### src/logic/cache_defines.svh
`ifndef CACHE_DEFINES_SVH
`define CACHE_DEFINES_SVH

// request and data widths
`define ADDR_W      32
`define XLEN        64

// address split: tag 31..11, index 10..5, offset 4..0
`define TAG_W       21
`define INDEX_W     6
`define OFFSET_W    5
// word in line, bits 4..3 of the offset
`define WORD_SEL_W  2

// geometry
`define SETS        64
`define BEATS       4
`define LINE_W      256

`endif
### src/logic/cachePkg.sv
`include "cache_defines.svh"

package cachePkg;

  // controller states
  typedef enum logic [2:0] {
    IDLE    = 3'b000,
    COMPARE = 3'b001,
    REFILL  = 3'b010,
    FILL    = 3'b011
  } cacheState_e;

  // one XLEN data word
  typedef logic [`XLEN-1:0]    xlenWord_t;

  // request address as seen by the pipeline
  typedef logic [`ADDR_W-1:0]  cacheAddr_t;

  typedef logic [`TAG_W-1:0]   tag_t;
  typedef logic [`INDEX_W-1:0] index_t;

  // full line, beat 0 in the low word
  typedef logic [`LINE_W-1:0]  line_t;

endpackage

### src/logic/cacheRefill.sv
`timescale 1ns/1ps
`include "cache_defines.svh"

module cacheRefill import cachePkg::*; (
  input  logic       clk,
  input  logic       rst_n,
  input  logic       refillStart_i,
  input  tag_t       reqTag_i,
  input  index_t     reqIndex_i,
  input  logic       rdDataValid_i,
  input  logic       rdLast_i,
  input  xlenWord_t  rdData_i,
  output logic       cacheRdValid_o,
  output cacheAddr_t cacheAddr_o,
  output logic       lineDone_o,
  output line_t      line_o
);

  localparam int CNT_W = $clog2(`BEATS);

  logic [CNT_W-1:0] beatCnt;
  logic             beatTaken;

  // beats only count while a request is open
  assign beatTaken  = cacheRdValid_o && rdDataValid_i;
  assign lineDone_o = beatTaken && rdLast_i;

  // line base address, offset bits zero
  assign cacheAddr_o = {reqTag_i, reqIndex_i, {`OFFSET_W{1'b0}}};

  always_ff @(posedge clk or negedge rst_n) begin
    if (!rst_n) begin
      cacheRdValid_o <= 1'b0;
      beatCnt        <= '0;
    end else if (refillStart_i) begin
      cacheRdValid_o <= 1'b1;
      beatCnt        <= '0;
    end else if (beatTaken) begin
      beatCnt <= beatCnt + 1'b1;
      if (rdLast_i) begin
        cacheRdValid_o <= 1'b0;
      end
    end
  end

  // each beat lands in its own slot, low word first
  // buffer holds after the last beat for fill and bypass
  always_ff @(posedge clk) begin
    if (beatTaken) begin
      line_o[beatCnt*`XLEN +: `XLEN] <= rdData_i;
    end
  end

endmodule

### config.mk
export PLATFORM = sky130hd
export DESIGN_NAME = cacheRefill
export DESIGN_NICKNAME = d
export VERILOG_FILES = /design/src/logic/cachePkg.sv /design/src/logic/cacheRefill.sv
export VERILOG_INCLUDE_DIRS = /design/src /design/src/logic
export SDC_FILE = /design/constraint.sdc
export NUM_CORES = 1
export LEC_CHECK = 0
export BUFFER_PORTS_ARGS = -buffer_cell sky130_fd_sc_hd__buf_2
export CAP_MARGIN = 30
export CORE_MARGIN = 2
export CORE_UTILIZATION = 45
export CTS_CLUSTER_DIAMETER = 80
export DETAILED_ROUTE_END_ITERATION = 12
export PLACE_DENSITY_LB_ADDON = 0.12
export SLEW_MARGIN = 0
export SYNTH_ARGS = -nofsm -noshare
export SYNTH_HDL_FRONTEND = slang
export SYNTH_SLANG_ARGS = --single-unit
### constraint.sdc
create_clock -name clk -period 3.6 [get_ports clk]
set_input_delay 0.54 -clock clk [delete_from_list [all_inputs] [get_ports clk]]
set_output_delay 0.54 -clock clk [all_outputs]
set_load 0.02 [all_outputs]
## Yosys cells after proc, flatten, opt, wreduce, memory -nomap -nowiden

Cells that the tools add are included.

| word-level totals | value |
|---|---|
| output and inout bits | 290 |
| input bits | 96 |
| word-level logic and storage cells | 18 |
| register bits | 259 |

| cells by class | value |
|---|---|
| reductions and logical operators | 5 |
| shift-type cells | 2 |
| muxes and demuxes | 6 |
| $add $sub $neg | 2 |

Operators with widths:

| kind | count |
|---|---|
| 256-bit bitwise mux | 1 |
| 64-bit by 34-bit variable shift with 256-bit output, first input constant | 1 |
| 64-bit by 34-bit indexed part select with 256-bit output | 1 |
| 8-bit negation with 34-bit output | 1 |
| 2-bit two-way mux | 2 |
| 2-bit nonzero test | 2 |
| 1-bit two-way mux | 3 |
| 2-bit by 1-bit adder with 2-bit output, second input constant | 1 |
| 1-bit logical AND | 2 |
| 2-bit AND reduction | 1 |

## Depth between registers and ports, before layout

| logic depth | value |
|---|---|
| depth after elaboration | 3 |
| gate-level depth with buffers | 6 |
| depth with buffers taken out | 4 |

## Worst setup path before layout

OpenSTA, ideal clock, no wires.

| timing path | value |
|---|---|
| path kind | flip-flop to flip-flop |
| start | register beatCnt[0] (netlist name) |
| end | register line_o[0], enable pin |
| data arrival time | 2415 ps |
| setup time | 429 ps |
| period minus slack after synthesis | 2844 ps |
| path slack | 756 ps |
| data required time | 3171 ps |
| buffers on the path | 0 |
| cell stages (with the launch flop) | 4 |
| cells stage by stage | dfrtp_1 > inv_1 > ha_1 > and3_1 |

RTL lines:

| item | RTL line | RTL |
|---|---|---|
| end signal, assigned by index | cacheRefill.sv:50 | `` line_o[beatCnt*`XLEN +: `XLEN] <= rdData_i; `` |
| end, declared | cacheRefill.sv:16 | `output line_t line_o` |

## Worst setup path in the final report

| timing path | value |
|---|---|
| start | register beatCnt[0] |
| end | register line_o[113] (data pin) |

| between the ends | value |
|---|---|
| word-level cells in the longest chain between the ends | 3 |
| elaborated cells between the ends (all ways) | 4 |
| those cells by class | add/sub: 1; shift: 2; mux: 1 |

Ends and longest elaborated chain:

| item | RTL line | RTL |
|---|---|---|
| start, declared | cacheRefill.sv:21 | `logic [CNT_W-1:0] beatCnt;` |
| start signal, assigned | cacheRefill.sv:39 | `beatCnt <= beatCnt + 1'b1;` |
| 8-bit negation with 34-bit output (*) | cacheRefill.sv:50 |  |
| 64-bit by 34-bit indexed part select with 256-bit output or 64-bit by 34-bit variable shift with 256-bit output (tied branches) | cacheRefill.sv:50 |  |
| 256-bit bitwise mux (*) | cacheRefill.sv:50 |  |

Mark *: on every way between the ends. The rest lies on a longest branch, timed or not.
A chain may end at the register's enable or synchronous reset.

==> flow_metrics.env <==
export IMPL_status="finished, final reports clean"
export IMPL_worstSkewPairLatency_ps=520
export IMPL_wirelength_um=26000
export IMPL_regArea_sq_um=7760
export IMPL_h_tree_depth=1
export IMPL_met3_usage_pct=4.76
export IMPL_cts_tree="built"
export IMPL_leakage_nw=5.71
export IMPL_slew_headroom_pct=37.2
export IMPL_clock_sinks=259
export IMPL_crit_buf_inv=2
export IMPL_antenna_found_initial=2
export IMPL_arrival_ps=2940
export IMPL_crit_path_start_kind="register"
export IMPL_regToRegSetupSlack_ps=1040
export IMPL_fillers=1803
export IMPL_hold_class="input port to register"
export IMPL_ys_types=22
export IMPL_dp_hpwl_um=17100
export IMPL_syn_inst=615
export IMPL_period_share_pct=71.0
export IMPL_wl_per_cell_um=21.4
export IMPL_endpoint_kind="register"
export IMPL_setup_viol=0
export IMPL_tns_ps=0
export IMPL_gr_usage_all_layers_pct=21.4
export IMPL_busiest_layer="met2"
export IMPL_initial_core_util_pct=46.0
export IMPL_rows=54
export IMPL_cts_reportedPaths_clkPinSlew_ps=60
export IMPL_grt_pass1_wl_um=39000
export IMPL_avgViaCountPerCell=5.12
export IMPL_crit_family="simple AND/OR/NAND/NOR gates"
export IMPL_ir_drop_uv=335
export IMPL_grt_use_met2_pct=35.7
export IMPL_io_pins=386
export IMPL_pre_cts_ws_ps=1030
export IMPL_ys_ff_latch=259
export IMPL_final_util_pct=57.5
export IMPL_grt_pass1_vias=6293
export IMPL_crit_required_ps=3980
export IMPL_via_count=6208
export IMPL_path_max_fanout=44
export IMPL_dieArea_sq_um=23600
export IMPL_cap_violations=0
export IMPL_fin_skew_ps=8.00
export IMPL_core_sq_um=21900
export IMPL_met1_usage_pct=27.4
export IMPL_hold_depth=2
export IMPL_synth_avg_cell_area_sq_um=16.4
export IMPL_worst_pin_slew_ps=942
export IMPL_multi_input_area_sq_um=1880
export IMPL_drt_initial_drc_count=338
export IMPL_syn2layout_area_growth_pct=25.1
export IMPL_fmax_ghz=0.391
export IMPL_grt_overflow=0
export IMPL_yosysWarnings=0
export IMPL_final_hold_viol_count=0
export IMPL_drc=0
export IMPL_fin_crit_ps=2560
export IMPL_nNetsFinal=1014
export IMPL_rsz0062_at_grt="false"
export IMPL_port_buffers=326
export IMPL_die_y_um=154
export IMPL_first_pass_iters=4
export IMPL_rr_worst_depth=5
export IMPL_slew_violations=0
export IMPL_final_antenna_net_count=0
export IMPL_crit_type="register to register"
export IMPL_ys_seq_area_share_pct=77.1
export IMPL_crit_cells=5
export IMPL_cts_buffers=27
export IMPL_dieWidth_um=154
export IMPL_clock_path_buffers=3
export IMPL_cp_slowest_cell="ha_1"
export IMPL_cpPeakStageDelay_ps=570
export IMPL_grt_max_degree=103
export IMPL_gpl_final_weighted_congestion=0.793
export IMPL_synthesis_area_sq_um=10100
export IMPL_clk_root_buffer_cell="clkbuf_16"
export IMPL_powerDensity_nw_per_um2=537
export IMPL_drive_above_1_share_pct=40.6
export IMPL_crit_chain="inv_1 -> ha_1 -> nor2b_4 -> buf_4 -> and3_1"
export IMPL_fin_ws_ps=1040
-- routing by layer --
| layer | vias up | wire [um] |
|---|---|---|
| met5 | - | 0 |
| li1 | 2800 | - |
| met3 | 82 | 1970 |
| met1 | 3032 | 10300 |
| met2 | 294 | 12800 |
| met4 | 0 | 896 |
-- registers in the layout, indices dropped and copies added, names as in the netlist --
signal and count:
line_o 256, beatCnt 2, cacheRdValid_o 1
-- synthesized netlist by cell type --
library cell | n | area, sq um
dfrtp_1 | 3 | 75.1
and3_1 | 130 | 813
nand2_1 | 1 | 3.75
nor2_1 | 3 | 11.3
buf_2 | 7 | 35.0
clkbuf_1 | 13 | 48.8
a21o_1 | 1 | 7.51
clkbuf_2 | 11 | 55.1
edfxtp_1 | 256 | 7690
and3b_1 | 4 | 35.0
and4bb_1 | 1 | 12.5
ha_1 | 5 | 62.6
o31ai_1 | 1 | 7.51
buf_6 | 6 | 67.6
conb_1 | 1 | 3.75
nand4b_1 | 1 | 8.76
mux2_2 | 1 | 11.3
nor4b_4 | 1 | 23.8
and2_1 | 128 | 801
nor2b_1 | 4 | 25.0
buf_4 | 35 | 263
inv_1 | 2 | 7.51
-- cells in the final DEF (no fill, tap or decap), drive strengths merged --
cell / instances
dlygate4sd3: 1
and3b: 4
and3: 130
nand4b: 1
nor4b: 1
ha: 5
clkbuf: 33
nand2: 1
mux2: 1
nor2b: 4
conb: 5
bufinv: 2
edfxtp: 256
o31ai: 1
dfrtp: 3
inv: 2
and2: 128
nor2: 3
and4bb: 1
buf: 336
diode: 2
a21o: 1
clkinv: 12
-- final cells by class --
class	count	share of cell area (%)
sequential	259	61.6
multi-input combinational	286	15.0
timing repair buffer	337	14.1
clock buffer	33	5.54
tap	280	2.78
clock inverter	14	0.864
inverter	2	0.0596
antenna	2	0.0397
-- report_power, final --
group / internal [W] / switching [W] / total (W)
clock: 0.00150 / 0.00108 / 0.00258
combinational: 0.000208 / 0.000478 / 0.000686
sequential: 0.00345 / 0.0000414 / 0.00350
-- final timing paths --
| kind | end | startpoint |
|---|---|---|
| worst max-delay path | line_o[113]$_DFFE_PP_ | beatCnt[0]$_DFFE_PN0P_ |
| worst min-delay path | cacheRdValid_o$_DFFE_PN0P_ | refillStart_i |
| worst max register to register | line_o[113]$_DFFE_PP_ | beatCnt[0]$_DFFE_PN0P_ |
| worst min register to register | beatCnt[1]$_DFFE_PN0P_ | beatCnt[1]$_DFFE_PN0P_ |
| max in group asynchronous | cacheRdValid_o$_DFFE_PN0P_ | rst_n |
| min in group asynchronous | beatCnt[0]$_DFFE_PN0P_ | rst_n |
-- per-stage QoR --
stage | total power [W] | cells | area (sq um) | hold WS, ps
after floorplan | 0.00402 | 619 | 10100 | 244
after global placement | 0.00423 | 1160 | 11700 | 341
after detailed placement | 0.00425 | 1161 | 11700 | 346
after CTS | 0.00681 | 1209 | 12600 | 268
after global routing | 0.00700 | 1212 | 12600 | 275
final | 0.00677 | 1213 | 12600 | 293
-- worst reg2reg max path, delay by kind of cell, from the launching register on --
kind	cells	cell delay, ps
DFF	1	520
and+or+nand+nor	2	720
adders and majority gates	1	570
buffers and inverters	2	620
-- what timing repair did --
item / CTS / global route
hold buffers: 1 / 0
hold endpoints to repair: 3 / 0
setup buffers: 0 / 0
gates resized for setup: 0 / 0
-- cells by family after synthesis --
logic type               synth area share [%]
other                                  0.0373
buffers and inverters                    4.74
multiplexers                            0.112
AO/OA/AOI/OAI                           0.149
adder cells (fa/ha/maj)                 0.622
AND/OR/NAND/NOR                          17.2
flip-flops                               77.1
Note: power is estimated with default switching activity, not from simulation.
