### config.mk
export PLATFORM = sky130hd
export DESIGN_NAME = cacheCtrl
export DESIGN_NICKNAME = d
export VERILOG_FILES = /design/src/logic/cachePkg.sv /design/src/logic/cacheCtrl.sv
export VERILOG_INCLUDE_DIRS = /design/src /design/src/logic
export SDC_FILE = /design/constraint.sdc
export NUM_CORES = 1
export LEC_CHECK = 0
export ABC_AREA = 1
export BUFFER_PORTS_ARGS = -buffer_cell sky130_fd_sc_hd__buf_2
export CORE_ASPECT_RATIO = 0.6
export CORE_UTILIZATION = 46
export DETAILED_ROUTE_END_ITERATION = 8
export GPL_ROUTABILITY_DRIVEN = 1
export PLACE_DENSITY = 0.83
export SLEW_MARGIN = 20
export SYNTH_ARGS = -nofsm -noshare
export SYNTH_HDL_FRONTEND = slang
export SYNTH_SLANG_ARGS = --single-unit
### constraint.sdc
create_clock -name clk -period 3 [get_ports clk]
set_clock_uncertainty 0.05 [all_clocks]
set_input_delay 0.15 -clock clk [delete_from_list [all_inputs] [get_ports clk]]
set_output_delay 0.15 -clock clk [all_outputs]
set_load 0.1 [all_outputs]
### src/logic/cache_defines.svh
`ifndef CACHE_DEFINES_SVH
`define CACHE_DEFINES_SVH

// request and data widths
`define ADDR_W      32
`define XLEN        64

// address split: tag 31..11, index 10..5, offset 4..0
`define TAG_W       21
`define INDEX_W     6
`define OFFSET_W    5
// word in line, bits 4..3 of the offset
`define WORD_SEL_W  2

// geometry
`define SETS        64
`define BEATS       4
`define LINE_W      256

`endif
### src/logic/cachePkg.sv
`include "cache_defines.svh"

package cachePkg;

  // controller states
  typedef enum logic [2:0] {
    IDLE    = 3'b000,
    COMPARE = 3'b001,
    REFILL  = 3'b010,
    FILL    = 3'b011
  } cacheState_e;

  // one XLEN data word
  typedef logic [`XLEN-1:0]    xlenWord_t;

  // request address as seen by the pipeline
  typedef logic [`ADDR_W-1:0]  cacheAddr_t;

  typedef logic [`TAG_W-1:0]   tag_t;
  typedef logic [`INDEX_W-1:0] index_t;

  // full line, beat 0 in the low word
  typedef logic [`LINE_W-1:0]  line_t;

endpackage

### src/logic/cacheCtrl.sv
`timescale 1ns/1ps
`include "cache_defines.svh"

module cacheCtrl import cachePkg::*; (
  input  logic                   clk,
  input  logic                   rst_n,
  input  logic                   valid_i,
  input  cacheAddr_t             addr_i,
  input  logic                   hit_i,
  input  logic                   lineDone_i,
  output logic                   addr_ok_o,
  output logic                   data_ok_o,
  output logic                   data_notok_o,
  output logic                   lookupEn_o,
  output index_t                 lookupIndex_o,
  output tag_t                   reqTag_o,
  output index_t                 reqIndex_o,
  output logic [`WORD_SEL_W-1:0] wordSel_o,
  output logic                   refillStart_o,
  output logic                   fillEn_o,
  output logic                   fillFlag_o
);

  cacheState_e state;
  cacheState_e nextState;
  cacheAddr_t  reqAddr;
  logic        accept;
  logic        compareEn;

  assign compareEn = (state == COMPARE);

  // new request taken when idle or when the current lookup hits
  assign addr_ok_o = (state == IDLE) || (compareEn && hit_i);
  assign accept    = valid_i && addr_ok_o;

  always_ff @(posedge clk or negedge rst_n) begin
    if (!rst_n) begin
      state <= IDLE;
    end else begin
      state <= nextState;
    end
  end

  always_comb begin
    nextState = state;
    case (state)
      IDLE: begin
        if (accept) begin
          nextState = COMPARE;
        end
      end
      COMPARE: begin
        if (!hit_i) begin
          nextState = REFILL;
        end else if (!valid_i) begin
          nextState = IDLE;
        end
      end
      REFILL: begin
        // wait for the last beat
        if (lineDone_i) begin
          nextState = FILL;
        end
      end
      FILL: begin
        nextState = COMPARE;
      end
      default: begin
        nextState = IDLE;
      end
    endcase
  end

  // request latch, only moves on acceptance
  always_ff @(posedge clk or negedge rst_n) begin
    if (!rst_n) begin
      reqAddr <= '0;
    end else if (accept) begin
      reqAddr <= addr_i;
    end
  end

  // marks the compare cycle right after a fill
  always_ff @(posedge clk or negedge rst_n) begin
    if (!rst_n) begin
      fillFlag_o <= 1'b0;
    end else begin
      fillFlag_o <= (state == FILL);
    end
  end

  assign reqTag_o   = reqAddr[`ADDR_W-1 -: `TAG_W];
  assign reqIndex_o = reqAddr[`OFFSET_W +: `INDEX_W];
  assign wordSel_o  = reqAddr[`OFFSET_W-1 -: `WORD_SEL_W];

  // data array read starts in the acceptance cycle
  assign lookupEn_o    = accept;
  assign lookupIndex_o = addr_i[`OFFSET_W +: `INDEX_W];

  assign data_ok_o     = compareEn && hit_i;
  assign data_notok_o  = (compareEn && !hit_i) || (state == REFILL) || (state == FILL);
  assign refillStart_o = compareEn && !hit_i;
  assign fillEn_o      = (state == FILL);

endmodule

# [Word level (Yosys, flattened, before mapping)]
# Cells that the tools add are included.
[word_totals] ff_bits=36 in_bits=37
[classes] n_reduce_logical=9 n_mux=5 n_eq_ne=6
[ops] cell="3-bit 2-to-1 mux" count=4
[ops] cell="3-bit one-hot mux with 4 select lines" count=1
[ops] cell="3-bit by 2-bit == test with 1-bit output, second input constant" count=2
[ops] cell="2-bit inequality test, second input constant" count=2
[ops] cell="3-bit by 1-bit == test with 1-bit output, second input constant" count=1
[ops] cell="1-bit logical AND" count=3
[ops] cell="3-bit logical NOT" count=1
[ops] cell="1-bit logical OR" count=3
[ops] cell="3-bit inequality test, second input constant" count=1
[ops] cell="3-bit AND reduction" count=1
[ops] cell="1-bit logical NOT" count=1

# [Depth between registers and ports, before layout]
# Gate-level depths: netlist of the first run.
[depth] word_depth=6 ltp_mapped=6 ltp_nobuf=5

# [Worst setup path after synthesis of the first run]
# No wires, ideal clock.
[synth_path] path_kind="reg2out" from="register state[1]" to="output data_ok_o" arrival_ns=1.825 required_ns=2.800 n_path_buf=0 setup_slack_ns=0.975 path_stages_with_launch=4 path_cell_list="dfrtp_1 > inv_1 > nand2_1 > nor2_1"
[synth_between] elab_chain_len=2
[synth_rtl] element="from (decl)" line="cacheCtrl.sv:24" text="cacheState_e state;"
[synth_rtl] element="from (signal assigned)" line="cacheCtrl.sv:40" text="state <= nextState;"
[synth_rtl] element="3-bit by 1-bit == test with 1-bit output" line="cacheCtrl.sv:30" text="assign compareEn = (state == COMPARE);"
[synth_rtl] element="1-bit logical AND" line="cacheCtrl.sv:100" text="assign data_ok_o = compareEn && hit_i;"
[synth_rtl] element="to (decl)" line="cacheCtrl.sv:12" text="output logic data_ok_o,"
# Every way passes these cells.

# [Worst setup path after layout of the first run]
[layout_path] from="register state[0]" to="output lookupEn_o"
[layout_between] elab_chain_len=4 word_cells_on_any_way=5 classes_between="1 x eq/ne; 4 x reduce/logical"
[layout_rtl] element="3-bit by 1-bit == test with 1-bit output" line="cacheCtrl.sv:30"
[layout_rtl] element="1-bit logical AND" line="cacheCtrl.sv:33" text="assign addr_ok_o = (state == IDLE) || (compareEn && hit_i);"
[layout_rtl] element="1-bit logical OR (*)" line="cacheCtrl.sv:33"
[layout_rtl] element="1-bit logical AND (*)" line="cacheCtrl.sv:34" text="assign accept = valid_i && addr_ok_o;"
[layout_rtl] element="to (decl)" line="cacheCtrl.sv:14" text="output logic lookupEn_o,"
# Every way passes the cells marked *; elsewhere a longest branch is shown, timed or not.

==> impl_metrics.py, run 1 <==
metrics = {
    "global_route": {
        "wire_length_of_the_first_global_routing_pass_um": 5106,
        "grt_overflow_total": 0,
        "antenna_found_initial": 0,
        "via_count_of_the_first_global_routing_pass": 1180,
        "grt_max_degree": 33,
        "grtUsageTotal_pct": 21.18,
    },
    "worst_setup_path": {
        "worst_r2r_startpoint": "state[0]",
        "critPathSlowestCell": "sky130_fd_sc_hd__dfrtp_1",
        "crit_path_end_kind": "output port",
        "cp.required_ns": 2.80,
        "critical_path.n_buffers_inverters": 2,
        "critPathLaunch": "state[0]",
        "critical_path.top_delay_family": "buffers and inverters",
        "cp_slowest_stage_delay_ns": 0.44,
        "timing.critical_path.arrival_ns": 1.82,
        "startpoint_type": "register",
        "critical_path.max_fanout": 30,
        "crit_chain": "a21oi_4 -> nand2_2 -> inv_1 -> buf_2",
        "timing.setup.critical_path_class": "register to output port",
    },
    "sta": {
        "setup-violations-final": 0,
        "timing.slew.headroom_pct": 54.71,
        "timing.final.hold_violations": 0,
        "fin_tns_setup_ns": 0,
        "final_min_period_over_clock_period_pct": 67.46,
        "maxSlewViolCount": 0,
        "rsz_0062_raised_after_global_routing": "no",
        "slew_at_the_pin_closest_to_its_max_slew_limit_ns": 0.6793,
        "max_clock_freq_ghz": 0.4941,
        "final.hold.worst_slack_ns": 0.05480,
        "min_tclk_post_route_ns": 2.024,
    },
    "placed_design": {
        "finalWeightedCongestion": 0.6726,
        "dpl_cell_area_mm2": 0.001694,
        "port_buffers": 75,
        "dp.final_hpwl_um": 2071,
    },
    "final_layout": {
        "multi_input_area_um2": 430.4,
        "final_layout_size_suffix_gt1_share_pct": 39.46,
        "area_growth_syn_to_layout_pct": 31.38,
        "antennaDiodeCount": 0,
        "area.sequential_um2": 800.8,
        "fin_nets": 259,
        "fillers": 221,
        "stdcell_area_mm2": 0.001797,
        "final_util_pct": 67.48,
    },
    "route": {
        "post_drt_wl_per_cell_um": 11.49,
        "routed_wl_um": 3021,
        "drc": 0,
        "drt_iter0_markers": 54,
        "drt_pass1_iterations": 4,
        "drt.antenna.violating_nets": 0,
        "route.vias.total": 1211,
        "vias_cell": 4.605,
    },
    "yosys": {
        "ys.warnings.count": 0,
        "postSynthRegisterBits": 32,
        "yosysUniqueCellTypes": 15,
        "syn-num-nets": 189,
        "syn_area_mm2": 0.001368,
        "synthesis.area_per_instance_um2": 8.997,
        "post_synth_inst_count": 152,
        "synth_sequential_area_ratio_pct": 58.55,
    },
    "clocking": {
        "cts_max_level": 2,
        "clock_tree.root_cell": "sky130_fd_sc_hd__clkbuf_8",
        "post_cts.repair.setup_buffers": 0,
        "cts_tree": "built",
        "clock_net_sink_count": 32,
        "cts.repair.resized": 0,
        "cts.path.max_buffers": 2,
        "worstSkewPairLatency_ns": 0.27,
        "path_clk_slew_ns": 0.07,
        "cts_inserted_buffers": 5,
    },
    "floorplan": {
        "core-area_mm2": 0.002663,
        "num_rows": 14,
        "fp.dieH_um": 44.24,
        "chipWidth_um": 72.39,
        "io_pins": 79,
        "initial_core_util_pct": 51.36,
        "die-area_mm2": 0.003202,
    },
    "outcome": {
        "run_status": "completed",
    },
    "min_path": {
        "hold_path_class": "input pin to register",
        "worstHoldStart": "addr_i[20]",
    },
    "flow_run": {
        "timing.max_cap.violations": 0,
    },
}
## timing repair
action,in CTS,in global routing
hold buffers,1,0
hold endpoints to repair,32,0
setup endpoints to repair,0,0
## synthesized netlist by cell type, drive strengths merged
library cell / count / share of area, %
a21oi: 2 / 1.6
nand2: 62 / 17
nor2: 3 / 0.82
inv: 6 / 1.6
buf: 13 / 7.8
nand3b: 1 / 0.55
dfrtp: 32 / 59
clkbuf: 2 / 0.55
nand3: 29 / 11
o21ai: 2 / 0.73
## sequential cells by signal, indices dropped and copies added, names as in the netlist
signal	flops
fillFlag_o	1
reqAddr	29
state	2
## layer usage
| metal | vias to the layer above | global-route usage [%] | wire length [µm] |
|---|---|---|---|
| met5 | - | 0 | 0 |
| met4 | 0 | 7.843 | 12 |
| met3 | 2 | 5.467 | 218 |
| met2 | 48 | 34.21 | 1331 |
| met1 | 549 | 28.21 | 1457 |
| li1 | 612 | - | - |
## cells by family after synthesis
family / share of synthesized area, %
DFF: 58.55
and+or+nand+nor: 29.19
AOI/OAI and AO/OA: 2.287
buffers and inverters: 9.972
## worst paths after layout
kind / end / slack (ns) / cells past startpoint
min in group asynchronous: reqAddr[30] / 0.41 / 2
worst max-delay path: lookupEn_o / 0.98 / 4
worst min-delay path: reqAddr[20] / 0.05 / 3
worst min register to register: reqAddr[31] / 0.42 / 2
max in group asynchronous: reqAddr[24] / 2.06 / 2
worst max register to register: reqAddr[4] / 1.62 / 4
## cell type report
| type | instances | area share (%) |
|---|---|---|
| Timing Repair Buffer | 78 | 22.28 |
| Clock buffer | 6 | 4.596 |
| Sequential cell | 32 | 44.57 |
| Clock inverter | 2 | 0.5571 |
| Tap cell | 40 | 2.786 |
| Multi-Input combinational cell | 99 | 23.96 |
| Inverter | 6 | 1.253 |
## worst register-to-register path, cell delays in order (launching register included)
cell	delay (ns)
sky130_fd_sc_hd__dfrtp_1	0.44
sky130_fd_sc_hd__a21oi_4	0.20
sky130_fd_sc_hd__nand2_2	0.34
sky130_fd_sc_hd__nand2_1	0.18
sky130_fd_sc_hd__nand2_1	0.06
## cells in the final DEF, fill, tap and decap left out, drive strengths merged
cell type	synthesis	layout
nand2	62	62
clkinv	0	2
dlygate4sd3	0	1
dfrtp	32	32
o21ai	2	2
buf	13	77
nand3b	1	1
nor2	3	3
nand3	29	29
clkbuf	2	6
inv	6	6
a21oi	2	2
## metrics by stage
step / instances / setup slack (ns)
floorplan: 152 / 0.9755
global placement: 254 / 1.334
detailed placement: 254 / 1.308
CTS: 263 / 0.9743
global route: 263 / 0.8837
finish: 263 / 0.9761
Power of run 1 is left out: the tool's default activity adds up to more than one toggle a clock period on the data nets, which glitch-free logic cannot reach.
==> run 2, diff against run 1 <==
CORE_UTILIZATION = 43   (was 46)
PLACE_DENSITY = 0.79   (was 0.83)
clock period = 1.91 ns   (was 3 ns; I/O delays follow)
==> impl_metrics.py, run 2 (same netlist as run 1, synthesis figures left out) <==
metrics = {
    "floorplan": {
        "num_rows": 15,
        "fp.dieH_um": 45.69,
        "die-area_mm2": 0.003417,
        "chipWidth_um": 74.81,
        "core-area_mm2": 0.002947,
        "initial_core_util_pct": 46.41,
        "io_pins": 79,
    },
    "final_layout": {
        "biggestRegsByFlops": "reqAddr x29, state x2, fillFlag_o x1",
        "leading_cell_type_in_the_layout_fill_and_taps_excluded": "sky130_fd_sc_hd__buf_2",
        "layout.cells.most_common_list": "73 x sky130_fd_sc_hd__buf_2, 61 x sky130_fd_sc_hd__nand2_1, 32 x sky130_fd_sc_hd__dfrtp_1",
        "flip_flop_count_of_the_largest_register_all_copies_and_words_added": 29,
        "final_layout_size_suffix_gt1_share_pct": 37.55,
        "stdcell_area_mm2": 0.001978,
        "antennaDiodeCount": 0,
        "area_growth_syn_to_layout_pct": 44.65,
        "largest-register": "reqAddr",
        "fin_nets": 274,
    },
    "sta": {
        "maxSlewViolCount": 0,
        "min_tclk_post_route_ns": 1.744,
        "slew_at_the_pin_closest_to_its_max_slew_limit_ns": 0.6859,
        "max_clock_freq_ghz": 0.5733,
        "timing.final.hold_violations": 0,
        "final_min_period_over_clock_period_pct": 91.32,
        "rsz_0062_raised_after_global_routing": "no",
        "fin_ws_ns": 0.1657,
        "setup-violations-final": 0,
        "timing.slew.headroom_pct": 54.27,
    },
    "clocking": {
        "clock_net_sink_count": 32,
        "cts_max_level": 2,
        "cts_tree": "built",
        "cts.path.max_buffers": 2,
        "path_clk_slew_ns": 0.06,
        "cts.repair.resized": 0,
        "cts_inserted_buffers": 5,
        "clock_tree.root_cell": "sky130_fd_sc_hd__clkbuf_8",
        "worstSkewPairLatency_ns": 0.28,
    },
    "worst_setup_path": {
        "cp_slowest_stage_delay_ns": 0.44,
        "crit_path_end": "lookupEn_o",
        "timing.critical_path.arrival_ns": 1.60,
        "startpoint_type": "register",
        "timing.setup.critical_path_class": "register to output port",
        "r2r_end": "reqAddr[10]",
        "worst_r2r_startpoint": "state[0]",
        "cp.required_ns": 1.76,
        "critical_path.max_fanout": 18,
        "crit_chain": "a21oi_4 -> nand2_2 -> inv_1 -> buf_12",
        "worst-r2r-setup-slack_ns": 0.38,
        "critPathSlowestCell": "sky130_fd_sc_hd__dfrtp_1",
        "r2r.worst_path.cells": 5,
        "crit_path_end_kind": "output port",
        "critPathLaunch": "state[0]",
    },
    "min_path": {
        "worstHoldStart": "addr_i[21]",
        "hold_path_class": "input pin to register",
    },
    "global_route": {
        "grt_max_degree": 33,
        "grtUsageTotal_pct": 19.95,
        "wire_length_of_the_first_global_routing_pass_um": 4830,
        "via_count_of_the_first_global_routing_pass": 1076,
        "grt_overflow_total": 0,
        "antenna_found_initial": 0,
    },
    "placed_design": {
        "port_buffers": 75,
        "post-place-ws_ns": 0.3876,
        "dp.final_hpwl_um": 2159,
        "finalWeightedCongestion": 0.6628,
        "dpl_cell_area_mm2": 0.001742,
    },
    "route": {
        "route.vias.total": 1250,
        "drc": 0,
        "post_drt_wl_per_cell_um": 11.43,
        "vias_cell": 4.480,
        "drt_pass1_iterations": 4,
        "drt.antenna.violating_nets": 0,
        "routed_wl_um": 3188,
        "drt_iter0_markers": 71,
    },
    "flow_run": {
        "timing.max_cap.violations": 0,
    },
    "outcome": {
        "run_status": "completed",
    },
}
run 2: cell count changes in the layout (fill, tap and decap cells not counted), sizes merged:
cell,previous run,this run
buf,77,79
dlygate4sd3,1,14
clkinv,2,0
clkbuf,6,7
run 2: layer usage:
layer,routed length [µm],global-route usage (%)
met5,0,0
met4,44,7.925
met3,197,7.080
met2,1385,29.73
met1,1561,26.86
run 2: worst max-delay path: cells and delay by family, from the launching register on:
family,cells,cell delay [ns]
AOI/OAI and AO/OA,1,0.25
buffers and inverters,2,0.36
DFF,1,0.44
and+or+nand+nor,1,0.26
run 2: worst min path at each step:
stage                  endpoint  cells after the start
detailed placement   reqAddr[3]                      1
floorplan            fillFlag_o                      0
finish              reqAddr[21]                      3
CTS                 reqAddr[25]                      3
global placement     reqAddr[3]                      1
global route           state[1]                      2
run 2: through the flow:
stage               util [%]  std cells  setup TNS (ns)  hold slack [ns]
floorplan                  -        152         -0.1201          -0.2501
global placement       59.11        258               0           0.1269
detailed placement     59.11        258               0           0.1276
CTS                    67.13        279               0       0.00008676
global route           67.13        279               0          0.01145
finish                 67.13        279               0         0.006418
run 2: cell type report:
type / instances / area [µm²]
multi-input cells: 99 / 430.4
fillers: 237 / 968.4
repair buffers: 93 / 575.6
flip-flops and latches: 32 / 800.8
inverters: 6 / 22.52
clock buffers: 7 / 96.34
well taps: 42 / 52.55
run 2: what timing repair did:
item,4_1_cts,5_1_grt
setup buffers,0,0
endpoints found under the hold margin,45,0
hold buffers,14,0
Power of run 2 is left out for the same reason.
==> run 3, diff against run 2 <==
clock period = 1.8 ns   (was 1.91 ns; I/O delays follow)
==> impl_metrics.py, run 3 (same netlist as run 1, synthesis figures left out) <==
metrics = {
    "outcome": {
        "run_status": "completed",
    },
    "sta": {
        "rsz_0062_raised_after_global_routing": "no",
        "setup-violations-final": 0,
        "slew_at_the_pin_closest_to_its_max_slew_limit_ns": 0.6841,
        "max_clock_freq_ghz": 0.5859,
        "timing.slew.headroom_pct": 54.39,
        "final_min_period_over_clock_period_pct": 94.83,
        "min_tclk_post_route_ns": 1.707,
        "timing.final.hold_violations": 0,
        "maxSlewViolCount": 0,
    },
    "worst_setup_path": {
        "timing.setup.critical_path_class": "register to output port",
        "critPathLaunch": "state[0]",
        "startpoint_type": "register",
        "crit_path_end_kind": "output port",
        "critical_path.max_fanout": 10,
        "critPathSlowestCell": "sky130_fd_sc_hd__dfrtp_1",
        "crit_chain": "a21oi_4 -> nand2_2 -> inv_1 -> buf_12",
        "timing.critical_path.arrival_ns": 1.57,
        "critical_path.top_delay_family": "flip-flops",
        "worst-r2r-setup-slack_ns": 0.30,
        "cp.required_ns": 1.66,
        "critical_path.n_buffers_inverters": 2,
        "worst_r2r_startpoint": "state[0]",
        "cp_slowest_stage_delay_ns": 0.43,
    },
    "floorplan": {
        "die-area_mm2": 0.003417,
        "num_rows": 15,
        "io_pins": 79,
        "fp.dieH_um": 45.69,
        "core-area_mm2": 0.002947,
        "initial_core_util_pct": 46.41,
        "chipWidth_um": 74.81,
    },
    "flow_run": {
        "timing.max_cap.violations": 0,
    },
    "min_path": {
        "hold_path_class": "input pin to register",
        "worstHoldStart": "addr_i[11]",
    },
    "route": {
        "vias_cell": 4.596,
        "drt_iter0_markers": 76,
        "drc": 0,
        "drt_pass1_iterations": 6,
        "post_drt_wl_per_cell_um": 11.59,
        "route.vias.total": 1310,
        "routed_wl_um": 3304,
        "drt.antenna.violating_nets": 0,
    },
    "final_layout": {
        "layout.cells.most_common_list": "73 x sky130_fd_sc_hd__buf_2, 61 x sky130_fd_sc_hd__nand2_1, 32 x sky130_fd_sc_hd__dfrtp_1",
        "final_util_pct": 68.62,
        "fin_nets": 279,
        "leading_cell_type_in_the_layout_fill_and_taps_excluded": "sky130_fd_sc_hd__buf_2",
        "antennaDiodeCount": 0,
        "largest-register": "reqAddr",
        "biggestRegsByFlops": "reqAddr x29, state x2, fillFlag_o x1",
        "flip_flop_count_of_the_largest_register_all_copies_and_words_added": 29,
        "fillers": 263,
        "area_growth_syn_to_layout_pct": 47.85,
        "final_layout_size_suffix_gt1_share_pct": 36.21,
    },
    "clocking": {
        "cts.repair.resized": 0,
        "cts.path.max_buffers": 2,
        "cts_max_level": 2,
        "post_cts.repair.setup_buffers": 0,
        "path_clk_slew_ns": 0.07,
        "hold_buffers": 18,
        "worstSkewPairLatency_ns": 0.28,
        "clock_tree.root_cell": "sky130_fd_sc_hd__clkbuf_8",
        "cts_tree": "built",
        "cts_inserted_buffers": 5,
        "clock_net_sink_count": 32,
    },
    "placed_design": {
        "finalWeightedCongestion": 0.6644,
        "port_buffers": 75,
        "dp.final_hpwl_um": 2127,
    },
    "global_route": {
        "wire_length_of_the_first_global_routing_pass_um": 5078,
        "grtUsageTotal_pct": 21.53,
        "grt_max_degree": 33,
        "via_count_of_the_first_global_routing_pass": 1121,
        "antenna_found_initial": 0,
        "grt_overflow_total": 0,
    },
}
## run 3: area by class of cell
type / count / area (µm²) / share of cell area (%)
flip-flops and latches: 32 / 800.8 / 39.60
clock buffers: 8 / 90.09 / 4.455
multi-input cells: 99 / 430.4 / 21.29
well taps: 42 / 52.55 / 2.599
inverters: 6 / 22.52 / 1.114
repair buffers: 98 / 625.6 / 30.94
## run 3: path summary, 6_finish.rpt
| check | to | cells past startpoint |
|---|---|---|
| setup / recovery | lookupEn_o | 4 |
| hold / removal | reqAddr[11] | 3 |
| setup reg to reg | reqAddr[26] | 5 |
| hold reg to reg | reqAddr[25] | 2 |
| max in group asynchronous | reqAddr[22] | 2 |
| min in group asynchronous | reqAddr[3] | 2 |
## run 3: tightest hold or removal path: stages
cell and delay, ns:
sky130_fd_sc_hd__buf_2 0.08, sky130_fd_sc_hd__nand3_1 0.07, sky130_fd_sc_hd__nand2_1 0.07
## run 3: layer usage
metal  wire [µm]  vias up  GRT usage (%)
met2        1516       53          32.61
met3         223        7          7.965
met5           0        -              0
met1        1501      599          27.13
met4          63        0          11.70
li1            -      651              -
## run 3: through the flow
| step | hold WS, ns | instance area (µm²) | cells | setup slack (ns) | setup TNS [ns] |
|---|---|---|---|---|---|
| 2_1_floorplan | -0.2556 | 1368 | 152 | -0.1645 | -0.3291 |
| 3_3_place_gp | 0.1198 | 1742 | 258 | 0.3078 | 0 |
| 3_5_place_dp | 0.1192 | 1742 | 258 | 0.2956 | 0 |
| 4_1_cts | 0.00002820 | 2012 | 284 | 0.08623 | 0 |
| 5_1_grt | 0.001572 | 2022 | 285 | 0.02738 | 0 |
| 6_report | 0.002187 | 2022 | 285 | 0.09314 | 0 |
Power of run 3 is left out for the same reason.
